<file path="config.mk">
export PLATFORM = sky130hd
export DESIGN_NAME = aes_dec_ctrl
export DESIGN_NICKNAME = d
export VERILOG_FILES = /design/src/verilog/aes_dec_pkg.sv /design/src/verilog/aes_dec_ctrl.sv
export VERILOG_INCLUDE_DIRS = /design/src /design/src/verilog
export SDC_FILE = /design/constraint.sdc
export NUM_CORES = 1
export LEC_CHECK = 0
export BUFFER_PORTS_ARGS = -buffer_cell sky130_fd_sc_hd__buf_4
export CAP_MARGIN = 5
export CORE_ASPECT_RATIO = 1.1
export CORE_MARGIN = 1.5
export CORE_UTILIZATION = 56
export CTS_BUF_LIST = sky130_fd_sc_hd__clkbuf_8
export CTS_CLUSTER_SIZE = 8
export DETAILED_ROUTE_END_ITERATION = 10
export PLACE_DENSITY = 0.8
export SLEW_MARGIN = 20
export SYNTH_ARGS = -nofsm -noshare
export SYNTH_HDL_FRONTEND = slang
export SYNTH_SLANG_ARGS = --single-unit
</file>
<file path="constraint.sdc">
create_clock -name clk -period 2 [get_ports clk]
set_input_delay 0 -clock clk [delete_from_list [all_inputs] [get_ports clk]]
set_output_delay 0 -clock clk [all_outputs]
set_load 0.05 [all_outputs]
</file>
<file path="src/verilog/aes_sbox_tables.svh">
// AES forward and inverse S-box tables
// Indexed by the input byte

`ifndef AES_SBOX_TABLES_SVH
`define AES_SBOX_TABLES_SVH

// SubBytes table for key expansion
localparam logic [7:0] sbox_fwd_table [256] = '{
  8'h63, 8'h7c, 8'h77, 8'h7b, 8'hf2, 8'h6b, 8'h6f, 8'hc5,
  8'h30, 8'h01, 8'h67, 8'h2b, 8'hfe, 8'hd7, 8'hab, 8'h76,
  8'hca, 8'h82, 8'hc9, 8'h7d, 8'hfa, 8'h59, 8'h47, 8'hf0,
  8'had, 8'hd4, 8'ha2, 8'haf, 8'h9c, 8'ha4, 8'h72, 8'hc0,
  8'hb7, 8'hfd, 8'h93, 8'h26, 8'h36, 8'h3f, 8'hf7, 8'hcc,
  8'h34, 8'ha5, 8'he5, 8'hf1, 8'h71, 8'hd8, 8'h31, 8'h15,
  8'h04, 8'hc7, 8'h23, 8'hc3, 8'h18, 8'h96, 8'h05, 8'h9a,
  8'h07, 8'h12, 8'h80, 8'he2, 8'heb, 8'h27, 8'hb2, 8'h75,
  8'h09, 8'h83, 8'h2c, 8'h1a, 8'h1b, 8'h6e, 8'h5a, 8'ha0,
  8'h52, 8'h3b, 8'hd6, 8'hb3, 8'h29, 8'he3, 8'h2f, 8'h84,
  8'h53, 8'hd1, 8'h00, 8'hed, 8'h20, 8'hfc, 8'hb1, 8'h5b,
  8'h6a, 8'hcb, 8'hbe, 8'h39, 8'h4a, 8'h4c, 8'h58, 8'hcf,
  8'hd0, 8'hef, 8'haa, 8'hfb, 8'h43, 8'h4d, 8'h33, 8'h85,
  8'h45, 8'hf9, 8'h02, 8'h7f, 8'h50, 8'h3c, 8'h9f, 8'ha8,
  8'h51, 8'ha3, 8'h40, 8'h8f, 8'h92, 8'h9d, 8'h38, 8'hf5,
  8'hbc, 8'hb6, 8'hda, 8'h21, 8'h10, 8'hff, 8'hf3, 8'hd2,
  8'hcd, 8'h0c, 8'h13, 8'hec, 8'h5f, 8'h97, 8'h44, 8'h17,
  8'hc4, 8'ha7, 8'h7e, 8'h3d, 8'h64, 8'h5d, 8'h19, 8'h73,
  8'h60, 8'h81, 8'h4f, 8'hdc, 8'h22, 8'h2a, 8'h90, 8'h88,
  8'h46, 8'hee, 8'hb8, 8'h14, 8'hde, 8'h5e, 8'h0b, 8'hdb,
  8'he0, 8'h32, 8'h3a, 8'h0a, 8'h49, 8'h06, 8'h24, 8'h5c,
  8'hc2, 8'hd3, 8'hac, 8'h62, 8'h91, 8'h95, 8'he4, 8'h79,
  8'he7, 8'hc8, 8'h37, 8'h6d, 8'h8d, 8'hd5, 8'h4e, 8'ha9,
  8'h6c, 8'h56, 8'hf4, 8'hea, 8'h65, 8'h7a, 8'hae, 8'h08,
  8'hba, 8'h78, 8'h25, 8'h2e, 8'h1c, 8'ha6, 8'hb4, 8'hc6,
  8'he8, 8'hdd, 8'h74, 8'h1f, 8'h4b, 8'hbd, 8'h8b, 8'h8a,
  8'h70, 8'h3e, 8'hb5, 8'h66, 8'h48, 8'h03, 8'hf6, 8'h0e,
  8'h61, 8'h35, 8'h57, 8'hb9, 8'h86, 8'hc1, 8'h1d, 8'h9e,
  8'he1, 8'hf8, 8'h98, 8'h11, 8'h69, 8'hd9, 8'h8e, 8'h94,
  8'h9b, 8'h1e, 8'h87, 8'he9, 8'hce, 8'h55, 8'h28, 8'hdf,
  8'h8c, 8'ha1, 8'h89, 8'h0d, 8'hbf, 8'he6, 8'h42, 8'h68,
  8'h41, 8'h99, 8'h2d, 8'h0f, 8'hb0, 8'h54, 8'hbb, 8'h16
};

// InvSubBytes table for the round datapath
localparam logic [7:0] sbox_inv_table [256] = '{
  8'h52, 8'h09, 8'h6a, 8'hd5, 8'h30, 8'h36, 8'ha5, 8'h38,
  8'hbf, 8'h40, 8'ha3, 8'h9e, 8'h81, 8'hf3, 8'hd7, 8'hfb,
  8'h7c, 8'he3, 8'h39, 8'h82, 8'h9b, 8'h2f, 8'hff, 8'h87,
  8'h34, 8'h8e, 8'h43, 8'h44, 8'hc4, 8'hde, 8'he9, 8'hcb,
  8'h54, 8'h7b, 8'h94, 8'h32, 8'ha6, 8'hc2, 8'h23, 8'h3d,
  8'hee, 8'h4c, 8'h95, 8'h0b, 8'h42, 8'hfa, 8'hc3, 8'h4e,
  8'h08, 8'h2e, 8'ha1, 8'h66, 8'h28, 8'hd9, 8'h24, 8'hb2,
  8'h76, 8'h5b, 8'ha2, 8'h49, 8'h6d, 8'h8b, 8'hd1, 8'h25,
  8'h72, 8'hf8, 8'hf6, 8'h64, 8'h86, 8'h68, 8'h98, 8'h16,
  8'hd4, 8'ha4, 8'h5c, 8'hcc, 8'h5d, 8'h65, 8'hb6, 8'h92,
  8'h6c, 8'h70, 8'h48, 8'h50, 8'hfd, 8'hed, 8'hb9, 8'hda,
  8'h5e, 8'h15, 8'h46, 8'h57, 8'ha7, 8'h8d, 8'h9d, 8'h84,
  8'h90, 8'hd8, 8'hab, 8'h00, 8'h8c, 8'hbc, 8'hd3, 8'h0a,
  8'hf7, 8'he4, 8'h58, 8'h05, 8'hb8, 8'hb3, 8'h45, 8'h06,
  8'hd0, 8'h2c, 8'h1e, 8'h8f, 8'hca, 8'h3f, 8'h0f, 8'h02,
  8'hc1, 8'haf, 8'hbd, 8'h03, 8'h01, 8'h13, 8'h8a, 8'h6b,
  8'h3a, 8'h91, 8'h11, 8'h41, 8'h4f, 8'h67, 8'hdc, 8'hea,
  8'h97, 8'hf2, 8'hcf, 8'hce, 8'hf0, 8'hb4, 8'he6, 8'h73,
  8'h96, 8'hac, 8'h74, 8'h22, 8'he7, 8'had, 8'h35, 8'h85,
  8'he2, 8'hf9, 8'h37, 8'he8, 8'h1c, 8'h75, 8'hdf, 8'h6e,
  8'h47, 8'hf1, 8'h1a, 8'h71, 8'h1d, 8'h29, 8'hc5, 8'h89,
  8'h6f, 8'hb7, 8'h62, 8'h0e, 8'haa, 8'h18, 8'hbe, 8'h1b,
  8'hfc, 8'h56, 8'h3e, 8'h4b, 8'hc6, 8'hd2, 8'h79, 8'h20,
  8'h9a, 8'hdb, 8'hc0, 8'hfe, 8'h78, 8'hcd, 8'h5a, 8'hf4,
  8'h1f, 8'hdd, 8'ha8, 8'h33, 8'h88, 8'h07, 8'hc7, 8'h31,
  8'hb1, 8'h12, 8'h10, 8'h59, 8'h27, 8'h80, 8'hec, 8'h5f,
  8'h60, 8'h51, 8'h7f, 8'ha9, 8'h19, 8'hb5, 8'h4a, 8'h0d,
  8'h2d, 8'he5, 8'h7a, 8'h9f, 8'h93, 8'hc9, 8'h9c, 8'hef,
  8'ha0, 8'he0, 8'h3b, 8'h4d, 8'hae, 8'h2a, 8'hf5, 8'hb0,
  8'hc8, 8'heb, 8'hbb, 8'h3c, 8'h83, 8'h53, 8'h99, 8'h61,
  8'h17, 8'h2b, 8'h04, 8'h7e, 8'hba, 8'h77, 8'hd6, 8'h26,
  8'he1, 8'h69, 8'h14, 8'h63, 8'h55, 8'h21, 8'h0c, 8'h7d
};

`endif
</file>
<file path="src/verilog/aes_dec_pkg.sv">
// AES-128 decryption core shared definitions
// State and block types, control structs, S-box lookups and byte transposes

`default_nettype none

package aes_dec_pkg;

  // Forward and inverse S-box constants
  `include "aes_sbox_tables.svh"

  // Row-major state, byte index is 4*row + col
  typedef logic [15:0][7:0] state_t;

  // FIPS byte order, byte 0 in the top bits
  typedef logic [127:0] block_t;

  // Round key index 0..10
  typedef logic [3:0] round_idx_t;

  // Last round key index for AES-128
  localparam round_idx_t num_rounds = 4'd10;

  // Controller to key schedule
  typedef struct packed {
    logic       key_load;
    logic       key_step;
    round_idx_t key_idx;
  } key_ctrl_t;

  // Controller to round datapath
  typedef struct packed {
    logic load;
    logic step;
    logic last;
  } round_ctrl_t;

  function automatic logic [7:0] sbox_fwd(input logic [7:0] b);
    return sbox_fwd_table[b];
  endfunction

  function automatic logic [7:0] sbox_inv(input logic [7:0] b);
    return sbox_inv_table[b];
  endfunction

  // FIPS byte 4*col + row lands in state[4*row + col]
  function automatic state_t to_state(input block_t b);
    state_t s;
    int r;
    int c;
    for (r = 0; r < 4; r++) begin
      for (c = 0; c < 4; c++) begin
        s[4*r + c] = b[127 - 8*(4*c + r) -: 8];
      end
    end
    return s;
  endfunction

  // Back to column-major FIPS order
  function automatic block_t to_block(input state_t s);
    block_t b;
    int r;
    int c;
    for (r = 0; r < 4; r++) begin
      for (c = 0; c < 4; c++) begin
        b[127 - 8*(4*c + r) -: 8] = s[4*r + c];
      end
    end
    return b;
  endfunction

endpackage

`default_nettype wire

</file>
<file path="src/verilog/aes_dec_ctrl.sv">
// AES-128 decryption controller
// FSM for key expansion and the inverse round sequence

`timescale 1ns/10ps
`default_nettype none

module aes_dec_ctrl import aes_dec_pkg::*; (
  input  wire logic  clk,
  input  wire logic  arst_n,
  input  wire logic  key_valid,
  input  wire logic  start,
  output key_ctrl_t  key_cmd,
  output round_ctrl_t round_cmd,
  output logic       key_ready,
  output logic       busy,
  output logic       done
);

  typedef enum logic [1:0] {
    st_idle,
    st_expand,
    st_decrypt
  } ctrl_state_e;

  ctrl_state_e state;

  // key_cmd.key_idx doubles as the round counter
  always_ff @(posedge clk or negedge arst_n) begin
    if (!arst_n) begin
      state     <= st_idle;
      key_cmd   <= '0;
      round_cmd <= '0;
      key_ready <= 1'b0;
      busy      <= 1'b0;
      done      <= 1'b0;
    end else begin
      // Strobes last one cycle
      done              <= 1'b0;
      key_cmd.key_load  <= 1'b0;
      key_cmd.key_step  <= 1'b0;
      round_cmd         <= '0;

      case (state)
        st_idle: begin
          // New key wins over a start in the same cycle
          if (key_valid) begin
            key_cmd.key_load <= 1'b1;
            key_cmd.key_idx  <= '0;
            key_ready        <= 1'b0;
            state            <= st_expand;
          end else if (start && key_ready) begin
            // Load uses the last round key
            round_cmd.load  <= 1'b1;
            key_cmd.key_idx <= num_rounds;
            busy            <= 1'b1;
            state           <= st_decrypt;
          end
        end

        st_expand: begin
          if (key_cmd.key_idx == num_rounds) begin
            // Round key 10 written on this edge
            key_ready <= 1'b1;
            state     <= st_idle;
          end else begin
            key_cmd.key_step <= 1'b1;
            key_cmd.key_idx  <= key_cmd.key_idx + 4'd1;
          end
        end

        st_decrypt: begin
          if (round_cmd.last) begin
            // Final round lands with done
            busy  <= 1'b0;
            done  <= 1'b1;
            state <= st_idle;
          end else begin
            // Keys 9 down to 0
            round_cmd.step  <= 1'b1;
            round_cmd.last  <= (key_cmd.key_idx == 4'd1);
            key_cmd.key_idx <= key_cmd.key_idx - 4'd1;
          end
        end

        default: begin
          state <= st_idle;
        end
      endcase
    end
  end

endmodule

`default_nettype wire

</file>
# Word level (Yosys, flattened, before mapping)

Cells that the tools add are included.

Add/subtract/negate cells: 2
Equality and inequality tests: 12
Mux-type cells: 27
Reduce and logical (&&, ||, !) cells: 9

Operators by type and width:

| operator                                                              | count |
|---|---|
| 2-bit != test, second input constant                                  | 7 |
| 1-bit 2-to-1 mux                                                      | 13 |
| 2-bit 2-to-1 mux                                                      | 6 |
| 4-bit 2-to-1 mux                                                      | 3 |
| 4-bit one-hot mux with 3 select lines                                 | 1 |
| 4-bit AND reduction                                                   | 2 |
| 2-bit one-hot mux with 3 select lines                                 | 1 |
| 3-bit AND reduction                                                   | 2 |
| 5-bit 2-to-1 mux                                                      | 1 |
| 4-bit by 1-bit adder with 4-bit output, second input constant         | 1 |
| 4-bit by 1-bit equality test with 1-bit output, second input constant | 1 |
| 4-bit equality test, second input constant                            | 1 |
| 1-bit one-hot mux with 2 select lines                                 | 2 |
| 2-bit nonzero test                                                    | 2 |
| 4-bit by 1-bit subtractor with 4-bit output, second input constant    | 1 |
| 3-bit != test, second input constant                                  | 1 |
| 3-bit nonzero test                                                    | 1 |
| 2-bit by 1-bit equality test with 1-bit output, second input constant | 1 |
| 2-bit equality test, second input constant                            | 1 |
| 2-bit logical NOT                                                     | 1 |
| 1-bit logical AND                                                     | 1 |

Flip-flop bits (word level): 14
Output and inout bits: 12

# Depth between registers and ports, before layout

Depth in word-level cells: 4
Gate-level depth with buffers: 7
Mapped depth without buffers: 7

# Worst setup path after synthesis

Ideal clock, no wire load.

Kind: flip-flop to flip-flop
Start point: register key_cmd[0] (netlist name)
End point: register key_cmd[3] (netlist name)
Library setup time: 124 ps
Arrival time: 1,862 ps
Required time: 1,876 ps
Setup slack: 14 ps
Cell stages (with the launch flop): 7
Period minus slack after synthesis: 1,986 ps
Path through: dfrtp_1 > inv_1 > ha_1 > nand4b_1 > o211ai_1 > and2_2 > a211o_1

Cells in the longest elaborated chain, start to end: 3

Ends and longest elaborated chain:

| item                                                                         | line               | RTL |
|---|---|---|
| start: declaration                                                           | aes_dec_ctrl.sv:12 | `output key_ctrl_t key_cmd,` |
| 4-bit by 1-bit subtractor with 4-bit output (tied with other cells)          | aes_dec_ctrl.sv:81 | `key_cmd.key_idx <= key_cmd.key_idx - 4'd1;` |
| 4-bit 2-to-1 mux (tied with other cells)                                     | aes_dec_ctrl.sv:72 | `if (round_cmd.last) begin` |
| 4-bit one-hot mux with 3 select lines or 4-bit AND reduction (tied branches) | -                  |  |

Parallel ways exist; a longest one is shown, timed or not. The select of a mux whose other input is x is not followed.
A chain may end at the register's enable or synchronous reset.

# Worst setup path in the final report

Ends and elaborated chain as after synthesis.

==> results.txt <==
Simple-Gate Fraction of Synth Area -> 0.153
CTS clk-pin slew, worst paths -> 0.06 ns
Synth Area in Compound Gates -> 0.204
NumNets Final -> 116
CTS tree -> done
Adder-Cell Fraction of Synth Area -> 0.118
#FFs+latches synth -> 14
Type of element launching the critical path -> flop
H-tree Lvls -> 1
Final Hold Fails -> 0
CTS Buf Count -> 3
Main combinational cell family by area after synthesis -> compound AO/OA/AOI/OAI gates
Initial antenna violation count -> 0
CTS sink count -> 14
Crit-path max FO -> 8
Final Critical Period -> 1.87 ns
Crit. End Element -> flop
Clock buffer depth -> 2
Final Max Tran Viols -> 0
LEAKAGE -> 0.502 nW
Root Driver -> clkbuf_8
Mux contribution to synthesized area -> 0.0236
First-pass GRT wire length -> 3040 um
Pwr/cell area -> 1520 nW/um2
GRT Overall Usage -> 0.255
Final Instance Area -> 1030 um2
Crit Path Category -> flop to flop
GRT overflow -> 0
Synth warn -> 0
Post-synthesis cell count -> 85
Sequential fraction of the synthesis area -> 0.413
Vias/cell -> 6.02
WL per Instance -> 15.5 um
Setup Viol. Count Final -> 0
Synth unique cells -> 31
Initial Util -> 0.613
Final setup TNS -> 0 ns
Required @ worst endpoint -> 2.12 ns
Port bufs -> 15
Final Cycle Share -> 0.934
Synth Area in XOR/XNOR -> 0.0103
Die width -> 40.1 um
Worst VDD drop -> 1.09 mV
Arr. time, crit path -> 1.99 ns
Share of layout cells above drive strength 1 -> 0.233
Fmax -> 535 MHz
1st-pass router iterations -> 4
DPL Wire Length -> 1360 um
Tightest Hold Check Type -> input pin to flop
Clk_lat worst skew -> 0.24 ns
Gpl congestion -> 0.871
I/O pin count -> 16
Tightest Pin Transition -> 0.426 ns
Vias -> 716
Syn nets -> 97
Slew HR -> 0.715
Die height -> 43.8 um
Largest net degree at the start of global routing -> 15
Drt drc -> 0
Antenna fix cells -> 0
Die Area -> 1760 um2
RSZ-0062 raised after global routing -> false
Vias in the first global route -> 682
Syn-to-layout area delta -> 21.2%
Synth Cell Area -> 848 um2
Post-placement cell area -> 956 um2
ANT nets after route -> 0
Core Area -> 1380 um2
Clock skew -> 0.00230 ns
Fill cell total of the finished layout -> 101
WL final -> 1840 um
Iteration-0 DRC Markers -> 17
Max_cap viols -> 0
Status -> finished, final reports clean
Rows -> 14
Mean Syn Cell Area -> 9.98 um2
## cell usage after synthesis
| master | instances | area share |
|---|---|---|
| a2111oi_2 | 1 | 0.018 |
| a211o_1 | 1 | 0.010 |
| a21bo_2 | 1 | 0.012 |
| a21oi_1 | 3 | 0.018 |
| a221oi_1 | 1 | 0.010 |
| a22o_1 | 3 | 0.031 |
| a22oi_1 | 2 | 0.018 |
| a41oi_1 | 1 | 0.010 |
| and2_1 | 3 | 0.022 |
| and2_2 | 1 | 0.0089 |
| and3_1 | 1 | 0.0074 |
| and4b_1 | 1 | 0.012 |
| buf_2 | 2 | 0.012 |
| buf_6 | 2 | 0.027 |
| dfrtp_1 | 14 | 0.41 |
| ha_1 | 8 | 0.12 |
| inv_1 | 9 | 0.040 |
| mux2i_1 | 2 | 0.024 |
| nand2_1 | 6 | 0.027 |
| nand2b_1 | 2 | 0.015 |
| nand3_1 | 3 | 0.018 |
| nand3b_1 | 1 | 0.0089 |
| nand4b_1 | 1 | 0.010 |
| nor2_1 | 4 | 0.018 |
| nor2b_1 | 1 | 0.0074 |
| o211ai_1 | 2 | 0.018 |
| o21ai_0 | 5 | 0.029 |
| o221ai_1 | 1 | 0.010 |
| o2bb2ai_1 | 1 | 0.010 |
| o31ai_1 | 1 | 0.0089 |
| xor2_1 | 1 | 0.010 |
## where the power goes
part,internal (mW),switching (mW)
Clock,0.174,0.0960
Sequential,0.354,0.0932
Combinational,0.300,0.550
## area by class of cell
cell class	instances	area (um2)	area share
Clock buffer	4	55.1	0.0535
Inverter	9	33.8	0.0328
Multi-Input combinational cell	58	432	0.420
Sequential cell	14	350	0.341
Tap cell	16	20.0	0.0195
Timing Repair Buffer	18	138	0.134
## through the flow
stage | cells | setup WS (ns) | total power [mW] | utilization | hold slack (ns)
final | 119 | 0.132 | 1.57 | 0.743 | 0.0586
after global routing | 119 | 0.00448 | 1.67 | 0.743 | 0.0579
after CTS | 118 | 0.0923 | 1.55 | 0.738 | 0.0541
after detailed placement | 113 | 0.163 | 1.26 | 0.691 | -0.140
after global placement | 113 | 0.154 | 1.24 | 0.691 | -0.144
after floorplan | 85 | 0.0140 | 1.08 | - | -0.296
## layout by cell type, fill, tap and decap left out, drive strengths merged
cell type	count
a2111oi	1
a211o	1
a21bo	1
a21oi	3
a221oi	1
a22o	3
a22oi	2
a41oi	1
and2	4
and3	1
and4b	1
buf	17
clkbuf	4
dfrtp	14
dlygate4sd3	1
ha	8
inv	9
mux2i	2
nand2	6
nand2b	2
nand3	3
nand3b	1
nand4b	1
nor2	4
nor2b	1
o211ai	2
o21ai	5
o221ai	1
o2bb2ai	1
o31ai	1
xor2	1
## worst paths after layout
| kind | startpoint | end | slack (ns) | cells past startpoint |
|---|---|---|---|---|
| worst max-delay path | key_cmd[0] | key_cmd[3] | 0.13 | 6 |
| worst min-delay path | key_valid | key_cmd[5] | 0.06 | 2 |
| worst max register to register | key_cmd[0] | key_cmd[3] | 0.13 | 6 |
| worst min register to register | busy | busy | 0.52 | 1 |
| max in group asynchronous | arst_n | key_cmd[2] | 1.69 | 2 |
| min in group asynchronous | arst_n | round_cmd[0] | 0.14 | 2 |
## critical path: stages, from the launching register on
cell	delay [ns]
dfrtp_1	0.47
inv_1	0.14
ha_1	0.28
nand4b_1	0.18
o211ai_1	0.21
and2_2	0.25
a211o_1	0.22
## sequential cells by signal (all words and copies together), names as in the netlist
signal     cells
key_ready      1
round_cmd      3
busy           1
key_cmd        6
state          2
done           1
## cells by family after synthesis
family,after synthesis
simple gates,24
compound gates,23
flops,14
buf+inv,13
fa+ha+maj,8
mux,2
xor+xnor,1
## repair_timing
item,in CTS,in global routing
hold endpoints to repair,14,0
setup buffers,0,1
gates resized for setup,0,0
endpoints found under the setup margin,0,1
hold buffers,1,0
## routing by layer
metal	track usage	wire length (um)	vias up
met5	0	0	-
met2	0.400	939	31
li1	-	-	332
met4	0.0966	20	0
met1	0.330	758	351
met3	0.0615	126	2
(Power assumes the default switching activity.)
