## config.mk

```make
export PLATFORM = sky130hd
export DESIGN_NAME = aes_key_expand
export DESIGN_NICKNAME = d
export VERILOG_FILES = /design/src/verilog/aes_dec_pkg.sv /design/src/verilog/aes_key_expand.sv
export VERILOG_INCLUDE_DIRS = /design/src /design/src/verilog
export SDC_FILE = /design/constraint.sdc
export NUM_CORES = 2
export LEC_CHECK = 0
export BUFFER_PORTS_ARGS = -buffer_cell sky130_fd_sc_hd__buf_2
export CAP_MARGIN = 10
export CORE_MARGIN = 2
export CORE_UTILIZATION = 30
export CTS_CLUSTER_SIZE = 14
export DETAILED_ROUTE_END_ITERATION = 6
export SETUP_SLACK_MARGIN = 0.15
export SLEW_MARGIN = 20
export SYNTH_ARGS = -nofsm -noshare
export SYNTH_HDL_FRONTEND = slang
export SYNTH_SLANG_ARGS = --single-unit
```

## constraint.sdc

```tcl
create_clock -name clk -period 8.5 [get_ports clk]
set_input_delay 0.425 -clock clk [delete_from_list [all_inputs] [get_ports clk]]
set_output_delay 0.425 -clock clk [all_outputs]
set_load 0.05 [all_outputs]
```

## src/verilog/aes_sbox_tables.svh

```systemverilog
// AES forward and inverse S-box tables
// Indexed by the input byte

`ifndef AES_SBOX_TABLES_SVH
`define AES_SBOX_TABLES_SVH

// SubBytes table for key expansion
localparam logic [7:0] sbox_fwd_table [256] = '{
  8'h63, 8'h7c, 8'h77, 8'h7b, 8'hf2, 8'h6b, 8'h6f, 8'hc5,
  8'h30, 8'h01, 8'h67, 8'h2b, 8'hfe, 8'hd7, 8'hab, 8'h76,
  8'hca, 8'h82, 8'hc9, 8'h7d, 8'hfa, 8'h59, 8'h47, 8'hf0,
  8'had, 8'hd4, 8'ha2, 8'haf, 8'h9c, 8'ha4, 8'h72, 8'hc0,
  8'hb7, 8'hfd, 8'h93, 8'h26, 8'h36, 8'h3f, 8'hf7, 8'hcc,
  8'h34, 8'ha5, 8'he5, 8'hf1, 8'h71, 8'hd8, 8'h31, 8'h15,
  8'h04, 8'hc7, 8'h23, 8'hc3, 8'h18, 8'h96, 8'h05, 8'h9a,
  8'h07, 8'h12, 8'h80, 8'he2, 8'heb, 8'h27, 8'hb2, 8'h75,
  8'h09, 8'h83, 8'h2c, 8'h1a, 8'h1b, 8'h6e, 8'h5a, 8'ha0,
  8'h52, 8'h3b, 8'hd6, 8'hb3, 8'h29, 8'he3, 8'h2f, 8'h84,
  8'h53, 8'hd1, 8'h00, 8'hed, 8'h20, 8'hfc, 8'hb1, 8'h5b,
  8'h6a, 8'hcb, 8'hbe, 8'h39, 8'h4a, 8'h4c, 8'h58, 8'hcf,
  8'hd0, 8'hef, 8'haa, 8'hfb, 8'h43, 8'h4d, 8'h33, 8'h85,
  8'h45, 8'hf9, 8'h02, 8'h7f, 8'h50, 8'h3c, 8'h9f, 8'ha8,
  8'h51, 8'ha3, 8'h40, 8'h8f, 8'h92, 8'h9d, 8'h38, 8'hf5,
  8'hbc, 8'hb6, 8'hda, 8'h21, 8'h10, 8'hff, 8'hf3, 8'hd2,
  8'hcd, 8'h0c, 8'h13, 8'hec, 8'h5f, 8'h97, 8'h44, 8'h17,
  8'hc4, 8'ha7, 8'h7e, 8'h3d, 8'h64, 8'h5d, 8'h19, 8'h73,
  8'h60, 8'h81, 8'h4f, 8'hdc, 8'h22, 8'h2a, 8'h90, 8'h88,
  8'h46, 8'hee, 8'hb8, 8'h14, 8'hde, 8'h5e, 8'h0b, 8'hdb,
  8'he0, 8'h32, 8'h3a, 8'h0a, 8'h49, 8'h06, 8'h24, 8'h5c,
  8'hc2, 8'hd3, 8'hac, 8'h62, 8'h91, 8'h95, 8'he4, 8'h79,
  8'he7, 8'hc8, 8'h37, 8'h6d, 8'h8d, 8'hd5, 8'h4e, 8'ha9,
  8'h6c, 8'h56, 8'hf4, 8'hea, 8'h65, 8'h7a, 8'hae, 8'h08,
  8'hba, 8'h78, 8'h25, 8'h2e, 8'h1c, 8'ha6, 8'hb4, 8'hc6,
  8'he8, 8'hdd, 8'h74, 8'h1f, 8'h4b, 8'hbd, 8'h8b, 8'h8a,
  8'h70, 8'h3e, 8'hb5, 8'h66, 8'h48, 8'h03, 8'hf6, 8'h0e,
  8'h61, 8'h35, 8'h57, 8'hb9, 8'h86, 8'hc1, 8'h1d, 8'h9e,
  8'he1, 8'hf8, 8'h98, 8'h11, 8'h69, 8'hd9, 8'h8e, 8'h94,
  8'h9b, 8'h1e, 8'h87, 8'he9, 8'hce, 8'h55, 8'h28, 8'hdf,
  8'h8c, 8'ha1, 8'h89, 8'h0d, 8'hbf, 8'he6, 8'h42, 8'h68,
  8'h41, 8'h99, 8'h2d, 8'h0f, 8'hb0, 8'h54, 8'hbb, 8'h16
};

// InvSubBytes table for the round datapath
localparam logic [7:0] sbox_inv_table [256] = '{
  8'h52, 8'h09, 8'h6a, 8'hd5, 8'h30, 8'h36, 8'ha5, 8'h38,
  8'hbf, 8'h40, 8'ha3, 8'h9e, 8'h81, 8'hf3, 8'hd7, 8'hfb,
  8'h7c, 8'he3, 8'h39, 8'h82, 8'h9b, 8'h2f, 8'hff, 8'h87,
  8'h34, 8'h8e, 8'h43, 8'h44, 8'hc4, 8'hde, 8'he9, 8'hcb,
  8'h54, 8'h7b, 8'h94, 8'h32, 8'ha6, 8'hc2, 8'h23, 8'h3d,
  8'hee, 8'h4c, 8'h95, 8'h0b, 8'h42, 8'hfa, 8'hc3, 8'h4e,
  8'h08, 8'h2e, 8'ha1, 8'h66, 8'h28, 8'hd9, 8'h24, 8'hb2,
  8'h76, 8'h5b, 8'ha2, 8'h49, 8'h6d, 8'h8b, 8'hd1, 8'h25,
  8'h72, 8'hf8, 8'hf6, 8'h64, 8'h86, 8'h68, 8'h98, 8'h16,
  8'hd4, 8'ha4, 8'h5c, 8'hcc, 8'h5d, 8'h65, 8'hb6, 8'h92,
  8'h6c, 8'h70, 8'h48, 8'h50, 8'hfd, 8'hed, 8'hb9, 8'hda,
  8'h5e, 8'h15, 8'h46, 8'h57, 8'ha7, 8'h8d, 8'h9d, 8'h84,
  8'h90, 8'hd8, 8'hab, 8'h00, 8'h8c, 8'hbc, 8'hd3, 8'h0a,
  8'hf7, 8'he4, 8'h58, 8'h05, 8'hb8, 8'hb3, 8'h45, 8'h06,
  8'hd0, 8'h2c, 8'h1e, 8'h8f, 8'hca, 8'h3f, 8'h0f, 8'h02,
  8'hc1, 8'haf, 8'hbd, 8'h03, 8'h01, 8'h13, 8'h8a, 8'h6b,
  8'h3a, 8'h91, 8'h11, 8'h41, 8'h4f, 8'h67, 8'hdc, 8'hea,
  8'h97, 8'hf2, 8'hcf, 8'hce, 8'hf0, 8'hb4, 8'he6, 8'h73,
  8'h96, 8'hac, 8'h74, 8'h22, 8'he7, 8'had, 8'h35, 8'h85,
  8'he2, 8'hf9, 8'h37, 8'he8, 8'h1c, 8'h75, 8'hdf, 8'h6e,
  8'h47, 8'hf1, 8'h1a, 8'h71, 8'h1d, 8'h29, 8'hc5, 8'h89,
  8'h6f, 8'hb7, 8'h62, 8'h0e, 8'haa, 8'h18, 8'hbe, 8'h1b,
  8'hfc, 8'h56, 8'h3e, 8'h4b, 8'hc6, 8'hd2, 8'h79, 8'h20,
  8'h9a, 8'hdb, 8'hc0, 8'hfe, 8'h78, 8'hcd, 8'h5a, 8'hf4,
  8'h1f, 8'hdd, 8'ha8, 8'h33, 8'h88, 8'h07, 8'hc7, 8'h31,
  8'hb1, 8'h12, 8'h10, 8'h59, 8'h27, 8'h80, 8'hec, 8'h5f,
  8'h60, 8'h51, 8'h7f, 8'ha9, 8'h19, 8'hb5, 8'h4a, 8'h0d,
  8'h2d, 8'he5, 8'h7a, 8'h9f, 8'h93, 8'hc9, 8'h9c, 8'hef,
  8'ha0, 8'he0, 8'h3b, 8'h4d, 8'hae, 8'h2a, 8'hf5, 8'hb0,
  8'hc8, 8'heb, 8'hbb, 8'h3c, 8'h83, 8'h53, 8'h99, 8'h61,
  8'h17, 8'h2b, 8'h04, 8'h7e, 8'hba, 8'h77, 8'hd6, 8'h26,
  8'he1, 8'h69, 8'h14, 8'h63, 8'h55, 8'h21, 8'h0c, 8'h7d
};

`endif
```

## src/verilog/aes_dec_pkg.sv

```systemverilog
// AES-128 decryption core shared definitions
// State and block types, control structs, S-box lookups and byte transposes

`default_nettype none

package aes_dec_pkg;

  // Forward and inverse S-box constants
  `include "aes_sbox_tables.svh"

  // Row-major state, byte index is 4*row + col
  typedef logic [15:0][7:0] state_t;

  // FIPS byte order, byte 0 in the top bits
  typedef logic [127:0] block_t;

  // Round key index 0..10
  typedef logic [3:0] round_idx_t;

  // Last round key index for AES-128
  localparam round_idx_t num_rounds = 4'd10;

  // Controller to key schedule
  typedef struct packed {
    logic       key_load;
    logic       key_step;
    round_idx_t key_idx;
  } key_ctrl_t;

  // Controller to round datapath
  typedef struct packed {
    logic load;
    logic step;
    logic last;
  } round_ctrl_t;

  function automatic logic [7:0] sbox_fwd(input logic [7:0] b);
    return sbox_fwd_table[b];
  endfunction

  function automatic logic [7:0] sbox_inv(input logic [7:0] b);
    return sbox_inv_table[b];
  endfunction

  // FIPS byte 4*col + row lands in state[4*row + col]
  function automatic state_t to_state(input block_t b);
    state_t s;
    int r;
    int c;
    for (r = 0; r < 4; r++) begin
      for (c = 0; c < 4; c++) begin
        s[4*r + c] = b[127 - 8*(4*c + r) -: 8];
      end
    end
    return s;
  endfunction

  // Back to column-major FIPS order
  function automatic block_t to_block(input state_t s);
    block_t b;
    int r;
    int c;
    for (r = 0; r < 4; r++) begin
      for (c = 0; c < 4; c++) begin
        b[127 - 8*(4*c + r) -: 8] = s[4*r + c];
      end
    end
    return b;
  endfunction

endpackage

`default_nettype wire

```

## src/verilog/aes_key_expand.sv

```systemverilog
// AES-128 forward key expansion
// Round constant function and eleven-entry round key store

`timescale 1ns/10ps
`default_nettype none

module aes_key_expand import aes_dec_pkg::*; (
  input  wire logic      clk,
  input  wire logic      arst_n,
  input  wire block_t    key,
  input  wire key_ctrl_t key_cmd,
  output state_t         round_key
);

  // Round keys kept in row-major order
  state_t rk_mem [11];

  // Previous round key in FIPS word order
  block_t prev_key;
  block_t next_key;

  // Round constant for round key i
  function automatic logic [7:0] rcon(input round_idx_t idx);
    case (idx)
      4'd1:    return 8'h01;
      4'd2:    return 8'h02;
      4'd3:    return 8'h04;
      4'd4:    return 8'h08;
      4'd5:    return 8'h10;
      4'd6:    return 8'h20;
      4'd7:    return 8'h40;
      4'd8:    return 8'h80;
      4'd9:    return 8'h1b;
      4'd10:   return 8'h36;
      default: return 8'h00;
    endcase
  endfunction

  // Next round key from the previous one
  always_comb begin
    logic [31:0] w0;
    logic [31:0] w1;
    logic [31:0] w2;
    logic [31:0] w3;
    logic [31:0] rot;
    logic [31:0] temp;
    w0 = prev_key[127:96];
    w1 = prev_key[95:64];
    w2 = prev_key[63:32];
    w3 = prev_key[31:0];
    // RotWord
    rot = {w3[23:0], w3[31:24]};
    // SubWord then round constant on the top byte
    temp = {sbox_fwd(rot[31:24]), sbox_fwd(rot[23:16]),
            sbox_fwd(rot[15:8]), sbox_fwd(rot[7:0])};
    temp[31:24] = temp[31:24] ^ rcon(key_cmd.key_idx);
    // XOR chain across the words
    next_key[127:96] = w0 ^ temp;
    next_key[95:64]  = w1 ^ next_key[127:96];
    next_key[63:32]  = w2 ^ next_key[95:64];
    next_key[31:0]   = w3 ^ next_key[63:32];
  end

  always_ff @(posedge clk or negedge arst_n) begin
    if (!arst_n) begin
      prev_key <= '0;
    end else if (key_cmd.key_load) begin
      prev_key <= key;
    end else if (key_cmd.key_step) begin
      prev_key <= next_key;
    end
  end

  // Store write
  always_ff @(posedge clk) begin
    if (key_cmd.key_load) begin
      rk_mem[key_cmd.key_idx] <= to_state(key);
    end else if (key_cmd.key_step) begin
      rk_mem[key_cmd.key_idx] <= to_state(next_key);
    end
  end

  // Combinational read
  assign round_key = rk_mem[key_cmd.key_idx];

endmodule

`default_nettype wire

```

Word level (Yosys, flattened, before mapping):

Memory sizes are Yosys's and may differ from the RTL's.
Cells that the tools add are included.

* word-level logic and storage cells: 38
* bits in writable memories: 1408
* latch bits: 0
* input bits: 136
* output and inout port bits: 128
* ROM bits: 8320
* memories kept: 6
* flip-flop bits (word level): 128

Memory list
* (no name shown): depth 256, width 8, read ports 1, clocked after Yosys merged registers in 0, wr ports 0, RTL line aes_dec_pkg.sv:38 `return sbox_fwd_table[b];`
* (no name shown): depth 256, width 8, read ports 1, clocked after Yosys merged registers in 0, wr ports 0, RTL line aes_dec_pkg.sv:38
* (no name shown): depth 256, width 8, read ports 1, clocked after Yosys merged registers in 0, wr ports 0, RTL line aes_dec_pkg.sv:38
* (no name shown): depth 256, width 8, read ports 1, clocked after Yosys merged registers in 0, wr ports 0, RTL line aes_dec_pkg.sv:38
* rk_mem: depth 11, width 128, read ports 1, clocked after Yosys merged registers in 0, wr ports 1, RTL line aes_key_expand.sv:16 `state_t rk_mem [11];`
* (no name shown): depth 16, width 8, read ports 1, clocked after Yosys merged registers in 0, wr ports 0, RTL line aes_key_expand.sv:24 `case (idx)`

* add/subtract/negate cells: 0
* muxes and demuxes: 16
* equal/unequal tests: 0
* order comparisons: 4
* bitwise logic cells: 10
* shifts and indexed selects: 0
* multipliers: 0
* reduce and logical (&&, ||, !) cells: 1
* div/mod/pow operators: 0

Operators by type and width (count)
* $mux W128: 3
* $xor A32 B32 Y32: 4
* $mux W8: 8
* $ge A9 B9 Y1 const B: 4
* $not A8 Y9: 4
* $xor A8 B8 Y8: 1
* $mux W1: 5
* $reduce_bool A2 Y1: 1
* $or A1 B1 Y1: 1

Depth between registers and ports, before layout:

* word-level depth: 11
* depth in mapped cells: 15
* mapped depth without buffers: 11

Least setup slack after synthesis:

Ideal clock, no wire load.

* path type: input -> register
* from: input port key_cmd[0] (netlist name)
* to: memory rk_mem[8][0] (netlist name) (enable)
* library setup time: 0.617 ns
* buffers on the path: 4
* stages: 8
* data arrival time: 7.102 ns
* slack: 0.781 ns
* required time: 7.883 ns
* cell sequence: clkbuf_1 > buf_1 > clkbuf_1 > buf_1 > inv_1 > ha_1 > nand2_1 > nor2_1

RTL lines
* from (decl): RTL line aes_key_expand.sv:11 `input wire key_ctrl_t key_cmd,`
* to (decl): RTL line aes_key_expand.sv:16

No word-level cell before the write port.

Final worst setup path:

* from: register prev_key[9]
* to: memory rk_mem[8][50] (netlist name), data pin

* longest elaborated chain between the ends: 8

Ends and longest elaborated chain
* from (decl): RTL line aes_key_expand.sv:19 `block_t prev_key;`
* from (signal assigned): RTL line aes_key_expand.sv:68 `prev_key <= key;`
* from (signal assigned): RTL line aes_key_expand.sv:70 `prev_key <= next_key;`
* $not A8 Y9 (not written as such): RTL line aes_dec_pkg.sv:38
* $mem_v2 Z256 W8
* $mux W8 (not written as such) (2 in a row): RTL line aes_dec_pkg.sv:38
* $xor A32 B32 Y32: RTL line aes_key_expand.sv:58 `next_key[127:96] = w0 ^ temp;`
* $xor A32 B32 Y32: RTL line aes_key_expand.sv:59 `next_key[95:64] = w1 ^ next_key[127:96];`
* $xor A32 B32 Y32: RTL line aes_key_expand.sv:60 `next_key[63:32] = w2 ^ next_key[95:64];`
* $mux W128 (no source line)

No other way between the ends. The select of a mux whose other input is x is not followed.

==> summary.md <==
| Metric | Value |
|---|---|
| Outcome | finished, final reports clean |
| Residual DRC | 0 |
| Chip Width | between 500 and 600 um |
| Root Buffer | clkbuf_16 |
| Total I/O pin count | around 260 |
| Cells after DPL | ~9,200 |
| RR Startpoint | prev_key[9] |
| Post-CTS Setup Repair Bufs | 0 |
| Primary FF master, synth | edfxtp_1 |
| Clock power share | 0.184 |
| Pin count of the biggest net entering global routing | 145 |
| Worst-skew pair later-pin latency | ~0.80 ns |
| Lkg Pwr | between 20 and 30 nW |
| Final Setup Violations | 0 |
| CP Capture Point | rk_mem[8][50] |
| Iter 0 DRT Violations | 6,822 |
| Commonest non-fill, non-tap cell in the layout | edfxtp_1 |
| Num CTS Buffers | about 140 |
| Top Family by Delay on Critical Path | compound AO/OA/AOI/OAI gates |
| Syn. warnings | 0 |
| Total stage count of the critical path | 10 |
| Setup tns final | 0 ns |
| Die ar. | roughly 260,000 um^2 |
| Distinct cells, synth | between 100 and 150 |
| Die Y | between 500 and 600 um |
| Pwr dens | approximately 380 nW/um^2 |
| Worst setup startpoint | prev_key[9] |
| Number of global-route vias before repair | 52,900 |
| Syn Area/Cell | roughly 13 um^2 |
| Drt total wl | around 270,000 um |
| CP Launch Type | register |
| Cell Rows | 186 |
| Core ar. | between 200,000 and 300,000 um^2 |
| RSZ-0062 raised after global routing | false |
| Area Overhead vs Synth | 13.37% |
| CP max FO | 41 |
| Clock period minus worst slack | roughly 5.5 ns |
| Max rail drop VDD | around 230 uV |
| Post-Syn Area | between 70,000 and 80,000 um^2 |
| Critical path required time | 8.92 ns |
| Clk sinks | 1,536 |
| Part of the cycle the worst path needs | 0.6505 |
| Initial antenna violation count | 49 |
| Final cell count without fillers | about 9,500 |
| Share of synthesized flip-flops with an asynchronous set or reset | 0.08333 |
| Sw Share | 0.4384 |
| Post-DP HPWL | ~170,000 um |
| Final #Nets | 6,232 |
| Synth Register Bits | around 1,500 |
| Via Count | 54,530 |
| Synth Net Count | ~6,100 |
| Hold Worst Slack | about 0.043 ns |
| DR pass1 iterations | 6 |
| Rel. slew slack | 0.1741 |
| Crit-path cells | buf_4 -> inv_1 -> ha_1 -> nand2b_1 -> a21oi_1 -> o21a_1 -> o22ai_1 -> o41ai_2 -> xor3_1 -> o21ai_0 |
| Number of max-cap violations | 0 |
| Pre-CTS setup slack | 3.051 ns |
| FMAX | ~180 MHz |
| Crit path arrival time | a little under 6 ns |
| Port Buffers | about 260 |
| Switch Pwr | approximately 14 mW |
| H-tree levels | 4 |
| Clock slew at reported path FFs | roughly 0.060 ns |
| Routability-driven placement congestion ratio | between 0.9 and 1 |
| Fillers | roughly 25,000 |
| Worst Hold Class | in -> reg |
| First-pass GRT wire length | between 300,000 and 400,000 um |
| Buffer depth of the longest clock path | 3 |
| Wire per inst | around 29 um |
| RR Endpoint | rk_mem[8][50] |
| CP max stage cell | ha_1 |
| Slew @ Worst Pin | ~1.2 ns |
| Worst Skew | ~0.053 ns |
| CP Class | reg -> reg |
| Cell Int Power | between 15 and 20 mW |
| Hold Violations, Final | 0 |
| Total Routing Usage GR | 0.2013 |
| Final WS setup | ~3.0 ns |
| FF-to-FF path depth | 10 |
| Design Power | about 33 mW |
| Critical path capture point type | register |
| Slew Limit Fails | 0 |
| Flop pwr share | 0.314 |
| Drt via density | ~5.7 |
| Crit path buffers/inverters | 2 |
| Mapped Cells | 5,867 |
| Post-synthesis sequential area ratio | 0.5884 |
| Combinational power share | 0.502 |
| Fraction of layout cells with a size suffix above 1 | 0.1713 |
| EDFF count, synth | 1,408 |
| Total congestion overflow | 0 |
| Reg2Reg Setup Slack | about 3.0 ns |
| Most frequent cells in the layout | edfxtp_1 (1,408), nand2_1 (570), o21ai_0 (415) |
| Initial Utilization | 0.3014 |
| TritonCTS clock tree | yes |
| Critical path's largest stage delay | around 0.9 ns |
| ANT nets after route | 0 |
## cells by family after synthesis
kind of cell | share of synthesized area
XOR/XNOR | 0.02970
adder cells (fa/ha/maj) | 0.01013
AND/OR/NAND/NOR | 0.09103
AO/OA/AOI/OAI | 0.1248
flip-flops | 0.5884
multiplexers | 0.1241
buffers and inverters | 0.03192
## power by group through the flow
stage | sequential (mW) | combinational, mW | clock, mW
final | 10.4 | 16.6 | 6.09
after floorplan | 10.3 | 10.9 | 0
after detailed placement | 10.5 | 16.1 | 0
after global routing | 10.4 | 17.5 | 6.44
after CTS | 10.4 | 16.2 | 6.19
after global placement | 10.5 | 16.2 | 0
## state kept, by name, summed over array words and instances (netlist names)
signal and count:
prev_key 128, rk_mem 1408
## per-layer routing
layer	track usage	routed length, um
met5	0	89
met4	0.08627	12630
met3	0.03025	19960
met2	0.3196	125600
met1	0.2735	114300
## worst min path at each step
stage | to | startpoint | cells past startpoint | slack (ns)
floorplan | prev_key[0] | arst_n | 0 | 0.13
global placement | prev_key[56] | arst_n | 1 | 0.37
detailed placement | prev_key[88] | arst_n | 1 | 0.37
CTS | prev_key[114] | key_cmd[5] | 3 | 0.002
global route | prev_key[16] | key[16] | 2 | 0.01
finish | prev_key[87] | key_cmd[5] | 3 | 0.04
## through the flow
stage	area, um^2	utilization
6_report	87640	0.3417
5_1_grt	87630	0.3417
4_1_cts	87540	0.3413
3_5_place_dp	82040	0.3199
3_3_place_gp	82030	0.3198
2_1_floorplan	77300	-
## synthesized netlist by cell type, types with 20 or more instances
cell | instances | share of area
a221oi_1 | 39 | 0.0044
a211oi_1 | 48 | 0.0047
buf_4 | 30 | 0.0029
and2_1 | 46 | 0.0037
nor3_1 | 94 | 0.0061
o21ai_0 | 451 | 0.029
a311oi_1 | 45 | 0.0051
or3_1 | 56 | 0.0045
mux2i_1 | 268 | 0.035
o211ai_1 | 177 | 0.017
a221o_1 | 33 | 0.0043
mux2_2 | 46 | 0.0067
o311ai_0 | 43 | 0.0049
ha_1 | 61 | 0.0099
clkbuf_1 | 290 | 0.014
nor2b_1 | 103 | 0.0083
nand3_1 | 86 | 0.0056
buf_2 | 123 | 0.0080
xnor2_2 | 20 | 0.0042
nor4_1 | 24 | 0.0019
nand2b_1 | 108 | 0.0087
nor2_1 | 225 | 0.011
inv_1 | 35 | 0.0017
a31oi_1 | 86 | 0.0070
edfxtp_1 | 1408 | 0.55
a21o_1 | 21 | 0.0020
a21oi_1 | 157 | 0.010
xor2_1 | 66 | 0.0075
o31ai_1 | 34 | 0.0033
xnor2_1 | 136 | 0.015
o21ai_1 | 20 | 0.0013
mux4_2 | 277 | 0.081
nand2_1 | 571 | 0.028
dfrtp_1 | 128 | 0.041
buf_1 | 58 | 0.0028
## worst register-to-register path, cell delays in order (launching register included)
cell and delay (ns):
dfrtp_1 0.33, buf_4 0.43, inv_1 0.33, ha_1 0.89, nand2b_1 0.49, a21oi_1 0.31
o21a_1 0.13, o22ai_1 0.08, o41ai_2 0.77, xor3_1 0.57, o21ai_0 0.86
## area by class of cell
cell class                      count  area, um^2  share of cell area
Sequential cell                  1536       45500              0.5192
Multi-Input combinational cell   3767       29430              0.3358
Tap cell                         3384        4234             0.04831
Timing Repair Buffer              540        3930             0.04484
Clock buffer                      184        3741             0.04269
Clock inverter                     47       544.3            0.006210
Inverter                           51       202.7            0.002313
Antenna cell                       23       57.56           0.0006567
## timing repair
| action | CTS | global route |
|---|---|---|
| resized for setup | 0 | 0 |
| endpoints found under the hold margin | 156 | 0 |
| hold buffers | 121 | 0 |
(Power assumes the default switching activity.)
